`src/tlul_pkg.sv`:
```
/*
 * TL-UL bus side definitions
 * Widths, vector types, opcodes and the error blanking word
 */
package tlul_pkg;

  // Bus vector types
  typedef logic [31:0] tl_addr_t;
  typedef logic [31:0] tl_data_t;
  typedef logic [3:0]  tl_mask_t;
  typedef logic [1:0]  tl_size_t;
  typedef logic [7:0]  tl_source_t;
  typedef logic [2:0]  tl_opcode_t;

  // A channel opcodes
  localparam tl_opcode_t OpPutFullData    = 3'd0;
  localparam tl_opcode_t OpPutPartialData = 3'd1;
  localparam tl_opcode_t OpGet            = 3'd4;

  // D channel opcodes
  localparam tl_opcode_t OpAccessAck      = 3'd0;
  localparam tl_opcode_t OpAccessAckData  = 3'd1;

  // Bytes per bus word
  localparam int TlBytes = 4;

  // Returned on writes and on any errored response
  localparam tl_data_t ErrBlankData = 32'hdead_beef;

endpackage

```
`src/sram_pkg.sv`:
```
/*
 * Memory side definitions for the 64-bit SRAM
 * Word address, data and error types, plus bridge FIFO sizing
 */
package sram_pkg;

  // SRAM vector types
  typedef logic [9:0]  sram_addr_t;
  typedef logic [63:0] sram_data_t;
  typedef logic [0:0]  sram_woffset_t;
  typedef logic [1:0]  sram_rerror_t;

  // Bus words per SRAM word
  localparam int WidthMult = 2;
  // Byte address bits below the SRAM word address
  localparam int SramByteBits = 3;
  // Depth of request, lane and response FIFOs
  localparam int Outstanding = 2;

  // Record widths of the three FIFOs
  // Request: {rd, err, size, source}
  localparam int ReqFifoW  = 2 + $bits(tlul_pkg::tl_size_t) + $bits(tlul_pkg::tl_source_t);
  // Lane: {mask, woffset}
  localparam int LaneFifoW = tlul_pkg::TlBytes + $bits(sram_woffset_t);
  // Response: {data, uncorrectable}
  localparam int RspFifoW  = $bits(tlul_pkg::tl_data_t) + 1;

endpackage

```
`src/req_checker.sv`:
```
/*
 * A channel legality check
 * Flags bad opcode, size, alignment and mask combinations
 */
`timescale 1ns/1ns

module req_checker
  import tlul_pkg::*;
(
  input  tl_opcode_t a_opcode_i,
  input  tl_size_t   a_size_i,
  input  tl_mask_t   a_mask_i,
  input  tl_addr_t   a_address_i,
  output logic       error_o
);

  logic     op_err;
  logic     size_err;
  logic     align_err;
  logic     mask_err;
  logic     full_err;
  tl_mask_t lanes;

  // Only Get and the two Put flavours are supported
  assign op_err = !(a_opcode_i inside {OpGet, OpPutFullData, OpPutPartialData});

  // At most a full bus word
  assign size_err = (a_size_i > 2'd2);

  // Address must be a multiple of the transfer size
  always_comb begin
    align_err = 1'b0;
    case (a_size_i)
      2'd1:    align_err = a_address_i[0];
      2'd2:    align_err = |a_address_i[1:0];
      default: align_err = 1'b0;
    endcase
  end

  // Byte lanes covered by size and address
  always_comb begin
    lanes = '0;
    case (a_size_i)
      2'd0:    lanes = tl_mask_t'(4'b0001 << a_address_i[1:0]);
      2'd1:    lanes = tl_mask_t'(4'b0011 << {a_address_i[1], 1'b0});
      2'd2:    lanes = 4'b1111;
      default: lanes = '0;
    endcase
  end

  // Empty mask or a byte outside the active lanes
  assign mask_err = (a_mask_i == '0) || |(a_mask_i & ~lanes);

  // PutFullData must write every lane of its size
  assign full_err = (a_opcode_i == OpPutFullData) && (a_mask_i != lanes);

  assign error_o = op_err | size_err | align_err | mask_err | full_err;

endmodule

```
`src/sync_fifo.sv`:
```
/*
 * Synchronous valid/ready FIFO
 * Optional pass-through forwards the write side while empty
 */
`timescale 1ns/1ns

module sync_fifo #(
  parameter int Width = 8,
  parameter int Depth = 2,
  parameter bit Pass  = 1'b0
) (
  input  logic             clk_i,
  input  logic             rst_ni,
  input  logic             wvalid_i,
  output logic             wready_o,
  input  logic [Width-1:0] wdata_i,
  output logic             rvalid_o,
  input  logic             rready_i,
  output logic [Width-1:0] rdata_o
);

  localparam int PtrW = (Depth > 1) ? $clog2(Depth) : 1;
  localparam int CntW = $clog2(Depth + 1);

  logic [Width-1:0] mem_q [Depth];
  logic [PtrW-1:0]  wptr_q;
  logic [PtrW-1:0]  rptr_q;
  logic [CntW-1:0]  cnt_q;
  logic             empty;
  logic             full;
  logic             pass_thru;
  logic             push;
  logic             pop;

  assign empty     = (cnt_q == '0);
  assign full      = (cnt_q == CntW'(Depth));
  assign pass_thru = Pass && empty;

  assign wready_o = ~full;
  assign rvalid_o = ~empty | (pass_thru & wvalid_i);
  // Head entry, or the incoming word when forwarding
  assign rdata_o  = pass_thru ? wdata_i : mem_q[rptr_q];

  // A forwarded word that is taken at once is never stored
  assign push = wvalid_i & ~full & ~(pass_thru & rready_i);
  assign pop  = rready_i & ~empty;

  always_ff @(posedge clk_i or negedge rst_ni) begin
    if (!rst_ni) begin
      wptr_q <= '0;
      rptr_q <= '0;
      cnt_q  <= '0;
    end else begin
      if (push) begin
        wptr_q <= (wptr_q == PtrW'(Depth - 1)) ? '0 : wptr_q + 1'b1;
      end
      if (pop) begin
        rptr_q <= (rptr_q == PtrW'(Depth - 1)) ? '0 : rptr_q + 1'b1;
      end
      // Occupancy follows push and pop together
      case ({push, pop})
        2'b10:   cnt_q <= cnt_q + 1'b1;
        2'b01:   cnt_q <= cnt_q - 1'b1;
        default: cnt_q <= cnt_q;
      endcase
    end
  end

  // Storage array
  always_ff @(posedge clk_i) begin
    if (push) begin
      mem_q[wptr_q] <= wdata_i;
    end
  end

endmodule

```
`src/sram_req_gen.sv`:
```
/*
 * Request path from A channel to SRAM
 * Handles acceptance, lane placement and FIFO pushes
 */
`timescale 1ns/1ns

module sram_req_gen
  import tlul_pkg::*;
  import sram_pkg::*;
(
  input  logic                 a_valid_i,
  input  tl_opcode_t           a_opcode_i,
  input  tl_size_t             a_size_i,
  input  tl_mask_t             a_mask_i,
  input  tl_addr_t             a_address_i,
  input  tl_data_t             a_data_i,
  input  tl_source_t           a_source_i,
  input  logic                 error_i,
  input  logic                 gnt_i,
  input  logic                 reqfifo_wready_i,
  input  logic                 lanefifo_wready_i,
  output logic                 a_ready_o,
  output logic                 req_o,
  output logic                 we_o,
  output sram_addr_t           addr_o,
  output sram_data_t           wdata_o,
  output sram_data_t           wmask_o,
  output logic                 reqfifo_wvalid_o,
  output logic [ReqFifoW-1:0]  reqfifo_wdata_o,
  output logic                 lanefifo_wvalid_o,
  output logic [LaneFifoW-1:0] lanefifo_wdata_o
);

  logic          fifo_room;
  logic          is_read;
  sram_woffset_t woffset;

  // Both bookkeeping FIFOs must take an entry
  assign fifo_room = reqfifo_wready_i & lanefifo_wready_i;
  assign is_read   = (a_opcode_i == OpGet);

  // Illegal requests are acked locally without an SRAM request
  assign a_ready_o = (gnt_i | error_i) & fifo_room;
  assign req_o     = a_valid_i & fifo_room & ~error_i;
  assign we_o      = a_valid_i & (a_opcode_i inside {OpPutFullData, OpPutPartialData});
  assign addr_o    = a_valid_i ? a_address_i[SramByteBits +: $bits(sram_addr_t)] : '0;

  // Bus word position inside the SRAM word
  assign woffset = a_address_i[SramByteBits-1 -: $bits(sram_woffset_t)];

  // Place data and byte mask into the selected half, other half masked off
  always_comb begin
    wdata_o = '0;
    wmask_o = '0;
    if (a_valid_i) begin
      for (int h = 0; h < WidthMult; h++) begin
        if (sram_woffset_t'(h) == woffset) begin
          for (int b = 0; b < TlBytes; b++) begin
            wmask_o[(h*TlBytes + b)*8 +: 8] = {8{a_mask_i[b]}};
            // Unwritten bytes carry zero
            wdata_o[(h*TlBytes + b)*8 +: 8] = (a_mask_i[b] && we_o) ? a_data_i[b*8 +: 8] : 8'h00;
          end
        end
      end
    end
  end

  // Request record on every accepted A transfer
  assign reqfifo_wvalid_o = a_valid_i & a_ready_o;
  assign reqfifo_wdata_o  = {is_read, error_i, a_size_i, a_source_i};

  // Lane record only for reads actually granted by the SRAM
  assign lanefifo_wvalid_o = req_o & gnt_i & ~we_o;
  assign lanefifo_wdata_o  = {a_mask_i, woffset};

endmodule

```
`src/rsp_gen.sv`:
```
/*
 * Response path from SRAM to D channel
 * Selects and masks read data, builds D beats, pops the FIFOs
 */
`timescale 1ns/1ns

module rsp_gen
  import tlul_pkg::*;
  import sram_pkg::*;
(
  input  logic                 reqfifo_rvalid_i,
  input  logic [ReqFifoW-1:0]  reqfifo_rdata_i,
  input  logic [LaneFifoW-1:0] lanefifo_rdata_i,
  input  logic                 rvalid_i,
  input  sram_data_t           rdata_i,
  input  sram_rerror_t         rerror_i,
  input  logic                 rspfifo_rvalid_i,
  input  logic [RspFifoW-1:0]  rspfifo_rdata_i,
  input  logic                 d_ready_i,
  output logic                 rspfifo_wvalid_o,
  output logic [RspFifoW-1:0]  rspfifo_wdata_o,
  output logic                 lanefifo_rready_o,
  output logic                 reqfifo_rready_o,
  output logic                 rspfifo_rready_o,
  output logic                 d_valid_o,
  output tl_opcode_t           d_opcode_o,
  output tl_size_t             d_size_o,
  output tl_source_t           d_source_o,
  output tl_data_t             d_data_o,
  output logic                 d_error_o
);

  logic          req_rd;
  logic          req_err;
  tl_size_t      req_size;
  tl_source_t    req_source;
  tl_mask_t      lane_mask;
  sram_woffset_t lane_woffset;
  tl_data_t      rd_word;
  tl_data_t      rd_masked;
  tl_data_t      rsp_data;
  logic          rsp_err;
  logic          d_ack;
  logic          good_read;

  // Unpack FIFO records
  assign {req_rd, req_err, req_size, req_source} = reqfifo_rdata_i;
  assign {lane_mask, lane_woffset}               = lanefifo_rdata_i;
  assign {rsp_data, rsp_err}                     = rspfifo_rdata_i;

  // Addressed half of the SRAM word
  assign rd_word = rdata_i[lane_woffset * $bits(tl_data_t) +: $bits(tl_data_t)];

  // Zero the bytes that were not requested
  always_comb begin
    rd_masked = '0;
    for (int b = 0; b < TlBytes; b++) begin
      rd_masked[b*8 +: 8] = lane_mask[b] ? rd_word[b*8 +: 8] : 8'h00;
    end
  end

  // Read return goes into the response FIFO, lane entry retires with it
  assign rspfifo_wvalid_o  = rvalid_i;
  // Only the uncorrectable bit matters
  assign rspfifo_wdata_o   = {rd_masked, rerror_i[1]};
  assign lanefifo_rready_o = rvalid_i;

  // Writes and errors answer at once, reads wait for data
  assign d_valid_o = reqfifo_rvalid_i & (req_err | ~req_rd | rspfifo_rvalid_i);
  assign d_ack     = d_valid_o & d_ready_i;

  assign reqfifo_rready_o = d_ack;
  // Errored reads never reached the SRAM, so nothing to pop
  assign rspfifo_rready_o = d_ack & req_rd & ~req_err;

  assign good_read = req_rd & ~req_err & ~rsp_err;

  assign d_opcode_o = req_rd ? OpAccessAckData : OpAccessAck;
  assign d_size_o   = d_valid_o ? req_size : '0;
  assign d_source_o = d_valid_o ? req_source : '0;
  assign d_error_o  = d_valid_o & (req_err | (req_rd & rsp_err));
  assign d_data_o   = (d_valid_o && good_read) ? rsp_data : ErrBlankData;

endmodule

```
`src/tlul_sram_adapter.sv`:
```
/*
 * TL-UL to 64-bit SRAM bridge top level
 * Checker, request and response paths around three FIFOs
 */
`timescale 1ns/1ns

module tlul_sram_adapter
  import tlul_pkg::*;
  import sram_pkg::*;
(
  input  logic         clk_i,
  input  logic         rst_ni,
  // A channel
  input  logic         a_valid_i,
  input  tl_opcode_t   a_opcode_i,
  input  tl_size_t     a_size_i,
  input  tl_mask_t     a_mask_i,
  input  tl_addr_t     a_address_i,
  input  tl_data_t     a_data_i,
  input  tl_source_t   a_source_i,
  output logic         a_ready_o,
  // D channel
  output logic         d_valid_o,
  output tl_opcode_t   d_opcode_o,
  output tl_size_t     d_size_o,
  output tl_source_t   d_source_o,
  output tl_data_t     d_data_o,
  output logic         d_error_o,
  input  logic         d_ready_i,
  // SRAM port
  output logic         req_o,
  output logic         we_o,
  output sram_addr_t   addr_o,
  output sram_data_t   wdata_o,
  output sram_data_t   wmask_o,
  input  logic         gnt_i,
  input  logic         rvalid_i,
  input  sram_data_t   rdata_i,
  input  sram_rerror_t rerror_i
);

  logic                 req_err;

  logic                 reqfifo_wvalid;
  logic                 reqfifo_wready;
  logic [ReqFifoW-1:0]  reqfifo_wdata;
  logic                 reqfifo_rvalid;
  logic                 reqfifo_rready;
  logic [ReqFifoW-1:0]  reqfifo_rdata;

  logic                 lanefifo_wvalid;
  logic                 lanefifo_wready;
  logic [LaneFifoW-1:0] lanefifo_wdata;
  logic                 lanefifo_rready;
  logic [LaneFifoW-1:0] lanefifo_rdata;

  logic                 rspfifo_wvalid;
  logic [RspFifoW-1:0]  rspfifo_wdata;
  logic                 rspfifo_rvalid;
  logic                 rspfifo_rready;
  logic [RspFifoW-1:0]  rspfifo_rdata;

  // Request legality
  req_checker u_req_checker (
    .a_opcode_i  (a_opcode_i),
    .a_size_i    (a_size_i),
    .a_mask_i    (a_mask_i),
    .a_address_i (a_address_i),
    .error_o     (req_err)
  );

  // A channel to SRAM
  sram_req_gen u_sram_req_gen (
    .a_valid_i         (a_valid_i),
    .a_opcode_i        (a_opcode_i),
    .a_size_i          (a_size_i),
    .a_mask_i          (a_mask_i),
    .a_address_i       (a_address_i),
    .a_data_i          (a_data_i),
    .a_source_i        (a_source_i),
    .error_i           (req_err),
    .gnt_i             (gnt_i),
    .reqfifo_wready_i  (reqfifo_wready),
    .lanefifo_wready_i (lanefifo_wready),
    .a_ready_o         (a_ready_o),
    .req_o             (req_o),
    .we_o              (we_o),
    .addr_o            (addr_o),
    .wdata_o           (wdata_o),
    .wmask_o           (wmask_o),
    .reqfifo_wvalid_o  (reqfifo_wvalid),
    .reqfifo_wdata_o   (reqfifo_wdata),
    .lanefifo_wvalid_o (lanefifo_wvalid),
    .lanefifo_wdata_o  (lanefifo_wdata)
  );

  // Keeps responses in request order
  sync_fifo #(
    .Width (ReqFifoW),
    .Depth (Outstanding),
    .Pass  (1'b0)
  ) u_reqfifo (
    .clk_i    (clk_i),
    .rst_ni   (rst_ni),
    .wvalid_i (reqfifo_wvalid),
    .wready_o (reqfifo_wready),
    .wdata_i  (reqfifo_wdata),
    .rvalid_o (reqfifo_rvalid),
    .rready_i (reqfifo_rready),
    .rdata_o  (reqfifo_rdata)
  );

  // Mask and half of each read until its data returns
  sync_fifo #(
    .Width (LaneFifoW),
    .Depth (Outstanding),
    .Pass  (1'b0)
  ) u_lanefifo (
    .clk_i    (clk_i),
    .rst_ni   (rst_ni),
    .wvalid_i (lanefifo_wvalid),
    .wready_o (lanefifo_wready),
    .wdata_i  (lanefifo_wdata),
    .rvalid_o (),
    .rready_i (lanefifo_rready),
    .rdata_o  (lanefifo_rdata)
  );

  // SRAM cannot stall, so read data is parked here under D back-pressure
  sync_fifo #(
    .Width (RspFifoW),
    .Depth (Outstanding),
    .Pass  (1'b1)
  ) u_rspfifo (
    .clk_i    (clk_i),
    .rst_ni   (rst_ni),
    .wvalid_i (rspfifo_wvalid),
    .wready_o (),
    .wdata_i  (rspfifo_wdata),
    .rvalid_o (rspfifo_rvalid),
    .rready_i (rspfifo_rready),
    .rdata_o  (rspfifo_rdata)
  );

  // SRAM to D channel
  rsp_gen u_rsp_gen (
    .reqfifo_rvalid_i  (reqfifo_rvalid),
    .reqfifo_rdata_i   (reqfifo_rdata),
    .lanefifo_rdata_i  (lanefifo_rdata),
    .rvalid_i          (rvalid_i),
    .rdata_i           (rdata_i),
    .rerror_i          (rerror_i),
    .rspfifo_rvalid_i  (rspfifo_rvalid),
    .rspfifo_rdata_i   (rspfifo_rdata),
    .d_ready_i         (d_ready_i),
    .rspfifo_wvalid_o  (rspfifo_wvalid),
    .rspfifo_wdata_o   (rspfifo_wdata),
    .lanefifo_rready_o (lanefifo_rready),
    .reqfifo_rready_o  (reqfifo_rready),
    .rspfifo_rready_o  (rspfifo_rready),
    .d_valid_o         (d_valid_o),
    .d_opcode_o        (d_opcode_o),
    .d_size_o          (d_size_o),
    .d_source_o        (d_source_o),
    .d_data_o          (d_data_o),
    .d_error_o         (d_error_o)
  );

endmodule

```
`config.mk`:
```
export PLATFORM = sky130hd
export DESIGN_NAME = tlul_sram_adapter
export DESIGN_NICKNAME = d
export VERILOG_FILES = /design/src/tlul_pkg.sv /design/src/sram_pkg.sv /design/src/req_checker.sv /design/src/sync_fifo.sv /design/src/sram_req_gen.sv /design/src/rsp_gen.sv /design/src/tlul_sram_adapter.sv
export SDC_FILE = /design/constraint.sdc
export NUM_CORES = 1
export LEC_CHECK = 0
export ABC_AREA = 1
export BUFFER_PORTS_ARGS = -buffer_cell sky130_fd_sc_hd__clkbuf_2
export CORE_AREA = 2 2 132 134
export CTS_BUF_LIST = sky130_fd_sc_hd__clkbuf_8 sky130_fd_sc_hd__clkbuf_16
export DETAILED_ROUTE_END_ITERATION = 8
export DIE_AREA = 0 0 134 136
export PLACE_DENSITY = 0.73
export SLEW_MARGIN = 10
export SYNTH_ARGS = -nofsm -noshare
export SYNTH_HDL_FRONTEND = slang
export SYNTH_SLANG_ARGS = --single-unit
```
`constraint.sdc`:
```
create_clock -name clk_i -period 3.1 [get_ports clk_i]
set_clock_uncertainty 0.2 [all_clocks]
set_input_delay 0.465 -clock clk_i [delete_from_list [all_inputs] [get_ports clk_i]]
set_output_delay 0.465 -clock clk_i [all_outputs]
set_load 0.1 [all_outputs]
```
==> qor.txt <==
Outcome -> finished, final reports clean
Critical path peak fanout -> 4
Share of cells above drive strength 1 -> 37.1%
GRT Total Usage -> 24.1%
GP Congestion -> 0.862
Clock insertion delay at the later pin of the skew report -> 360 ps
WL final -> 21800 µm
H-tree Lvls -> 3
Row count -> 48
Crit Path Category -> input pin to primary output
Post-Layout Cell Count -> 1294
Gate Count Post-Synth -> 800
Largest net degree at the start of global routing -> 57
Min-delay src -> a_source_i[5]
Final setup viols -> 0
Slew Viols, Final -> 0
DRT antenna net count -> 0
Register area share after synthesis -> 50.9%
Layout overhead on the synthesized area -> 69.4%
CTS max path bufs -> 2
Total power -> 8.48 mW
Number of antenna violations at the first check in global routing -> 1
# IOs -> 341
Width of the die -> 134 µm
Crit path cell chain -> clkbuf_2 -> inv_1 -> ha_1 -> inv_1 -> o31ai_1 -> nand2_1 -> ha_1 -> nor2_1 -> nand2_1 -> nor2_1 -> nand2_1 -> nor2_4 -> inv_1 -> nor3_4 -> buf_12
Initial Util -> 38.4%
Maximum VDD drop -> 0.000923 V
Startpoint types -> input pin
Starting DRC count in detailed routing -> 429
Critical path origin -> a_size_i[0]
Setup Buffers After CTS -> 0
CP required -> 2430 ps
Final setup margin -> 125 ps
Tightest Hold Check Type -> input pin to flip-flop
CP peak stage delay -> 210 ps
Final nets -> 1228
Arr. time, crit path -> 2310 ps
Yosys warnings -> 0
R2r startpoint -> u_reqfifo.rptr_q$_DFFE_PN0P_
Buf+Inv Stages, Crit Path -> 5
Fmax -> 0.336 GHz
Mean post-synth cell area -> 8.11 µm²
# Max-Cap Violations -> 0
Root Buffer Master -> clkbuf_16
Die span in y -> 136 µm
GR Overflow Total -> 0
Via count -> 6199
Placed cells -> 1276
Yosys cell types -> 27
Drt wl/cell -> 16.9 µm
Core Util, Final -> 65.1%
Worst-Margin Slew -> 952 ps
CTS Sinks -> 112
Total core area -> 0.0169 mm²
DIE AREA -> 0.0182 mm²
Drt pass-1 iters -> 6
Post-Syn Area -> 0.00649 mm²
R2R Setup Slk -> 390 ps
DRC viols -> 0
Post-layout min period -> 2970 ps
Fill count -> 1297
Worst-path clk slew -> 80 ps
Via/cell ratio -> 4.79
Count of input and output buffers -> 318
Crit-path leading delay family -> simple AND/OR/NAND/NOR gates
Final period utilization -> 96.0%
CTS Buf Count -> 9
Vias in the first global route -> 6038
CP Capture Type -> primary output
First-pass GRT wire length -> 33300 µm
Slowest stage cell, crit path -> o31ai_1
Slew headroom -> 36.3%
Post-DP HPWL -> 17000 µm
RSZ-0062 raised after global routing -> true
P_leak -> 4.90 nW
Post-synthesis register bit count -> 112
Power Dens Cells -> 771 mW/mm²
Place WS -> -81.6 ps
CTS tree -> done
Hold Fails Final Rpt -> 0
## cells in the final DEF (no fill, tap or decap), types with 2 or more instances in the layout
cell type,instances
conb_1,2
ha_1,12
dfrtp_1,10
o21ai_1,24
nor2_2,5
inv_6,3
xnor2_1,3
nor3_4,2
o21ai_0,55
nand2_2,5
nand4_1,3
nand2_1,206
nor2_4,7
clkbuf_16,9
nor2_1,154
xor2_1,4
a21oi_2,4
a21oi_1,16
inv_2,10
nand3_1,30
dfrtp_2,2
inv_1,49
clkbuf_2,144
edfxtp_1,100
buf_4,22
buf_12,176
## Yosys cell counts, drive strengths merged
cell type | number | area, µm²
a21oi | 20 | 104
buf | 71 | 519
clkbuf | 22 | 82.6
clkinv | 1 | 3.75
conb | 1 | 3.75
dfrtp | 12 | 300
edfxtp | 100 | 3000
ha | 12 | 150
inv | 61 | 229
nand2 | 211 | 802
nand3 | 30 | 150
nand4 | 3 | 18.8
nor2 | 166 | 631
nor3 | 2 | 21.3
o21ai | 79 | 395
o22ai | 1 | 6.26
o31ai | 1 | 7.51
xnor2 | 3 | 26.3
xor2 | 4 | 35.0
## repair_timing
item | in CTS | in global routing
endpoints found under the hold margin | 12 | 0
setup endpoints to repair | 44 | 15
hold buffers | 1 | 0
resized for setup | 5 | 10
## report_power, final
group	leakage, nW	internal (mW)	switching (mW)	total (mW)
logic	3.68	1.50	3.47	4.97
registers	1.07	2.19	0.177	2.37
clock network	0.142	0.568	0.568	1.14
total	4.90	4.26	4.21	8.48
## layout make-up
| class | instances | area [µm²] | share of cell area, % |
|---|---|---|---|
| flip-flops and latches | 112 | 3310 | 30.1 |
| clock inverters | 7 | 70.1 | 0.638 |
| well taps | 225 | 282 | 2.56 |
| inverters | 62 | 236 | 2.15 |
| repair buffers | 344 | 4430 | 40.3 |
| diodes | 1 | 2.50 | 0.0228 |
| multi-input cells | 534 | 2440 | 22.2 |
| clock buffers | 9 | 225 | 2.05 |
## worst paths after layout
kind / cells past startpoint / endpoint
hold reg to reg: 2 / u_rspfifo.wptr_q$_DFFE_PN0P_
max in group asynchronous: 2 / u_lanefifo.rptr_q$_DFFE_PN0P_
min in group asynchronous: 2 / u_reqfifo.cnt_q[0]$_DFFE_PN0P_
setup / recovery: 15 / req_o
hold / removal: 1 / u_reqfifo.mem_q[0][5]$_DFFE_PP_
setup reg to reg: 14 / u_reqfifo.cnt_q[1]$_DFFE_PN0P_
## registers in the layout, indices dropped and copies added, names as in the netlist
signal	count
u_rspfifo.cnt_q	2
u_reqfifo.cnt_q	2
u_lanefifo.cnt_q	2
u_reqfifo.wptr_q	1
u_lanefifo.rptr_q	1
u_rspfifo.mem_q	66
u_rspfifo.wptr_q	1
u_reqfifo.rptr_q	1
u_rspfifo.rptr_q	1
u_lanefifo.mem_q	10
u_reqfifo.mem_q	24
u_lanefifo.wptr_q	1
## routing by layer
metal	GRT usage (%)	share of wire [%]
met4	8.04	2.6
met2	43.2	51
met5	0	0.055
met3	7.35	8.0
met1	27.4	38
## kinds of logic after synthesis
| group | after synthesis | synth area share, % |
|---|---|---|
| flip-flops | 112 | 50.9 |
| AO/OA/AOI/OAI | 101 | 7.91 |
| adder cells (fa/ha/maj) | 12 | 2.31 |
| AND/OR/NAND/NOR | 412 | 25.0 |
| buffers and inverters | 155 | 12.9 |
| XOR/XNOR | 7 | 0.945 |
| other | 1 | 0.0578 |
## metrics by stage
stage               hold WS [ps]  area [µm²]  TNS, ps
floorplan                  -30.6        6540    -5480
global placement             177       10600     -357
detailed placement           178       10600    -1010
CTS                         80.4       11000        0
global route                76.9       11000    -60.4
finish                      89.4       11000        0
Power figures use the tool's default switching activity.
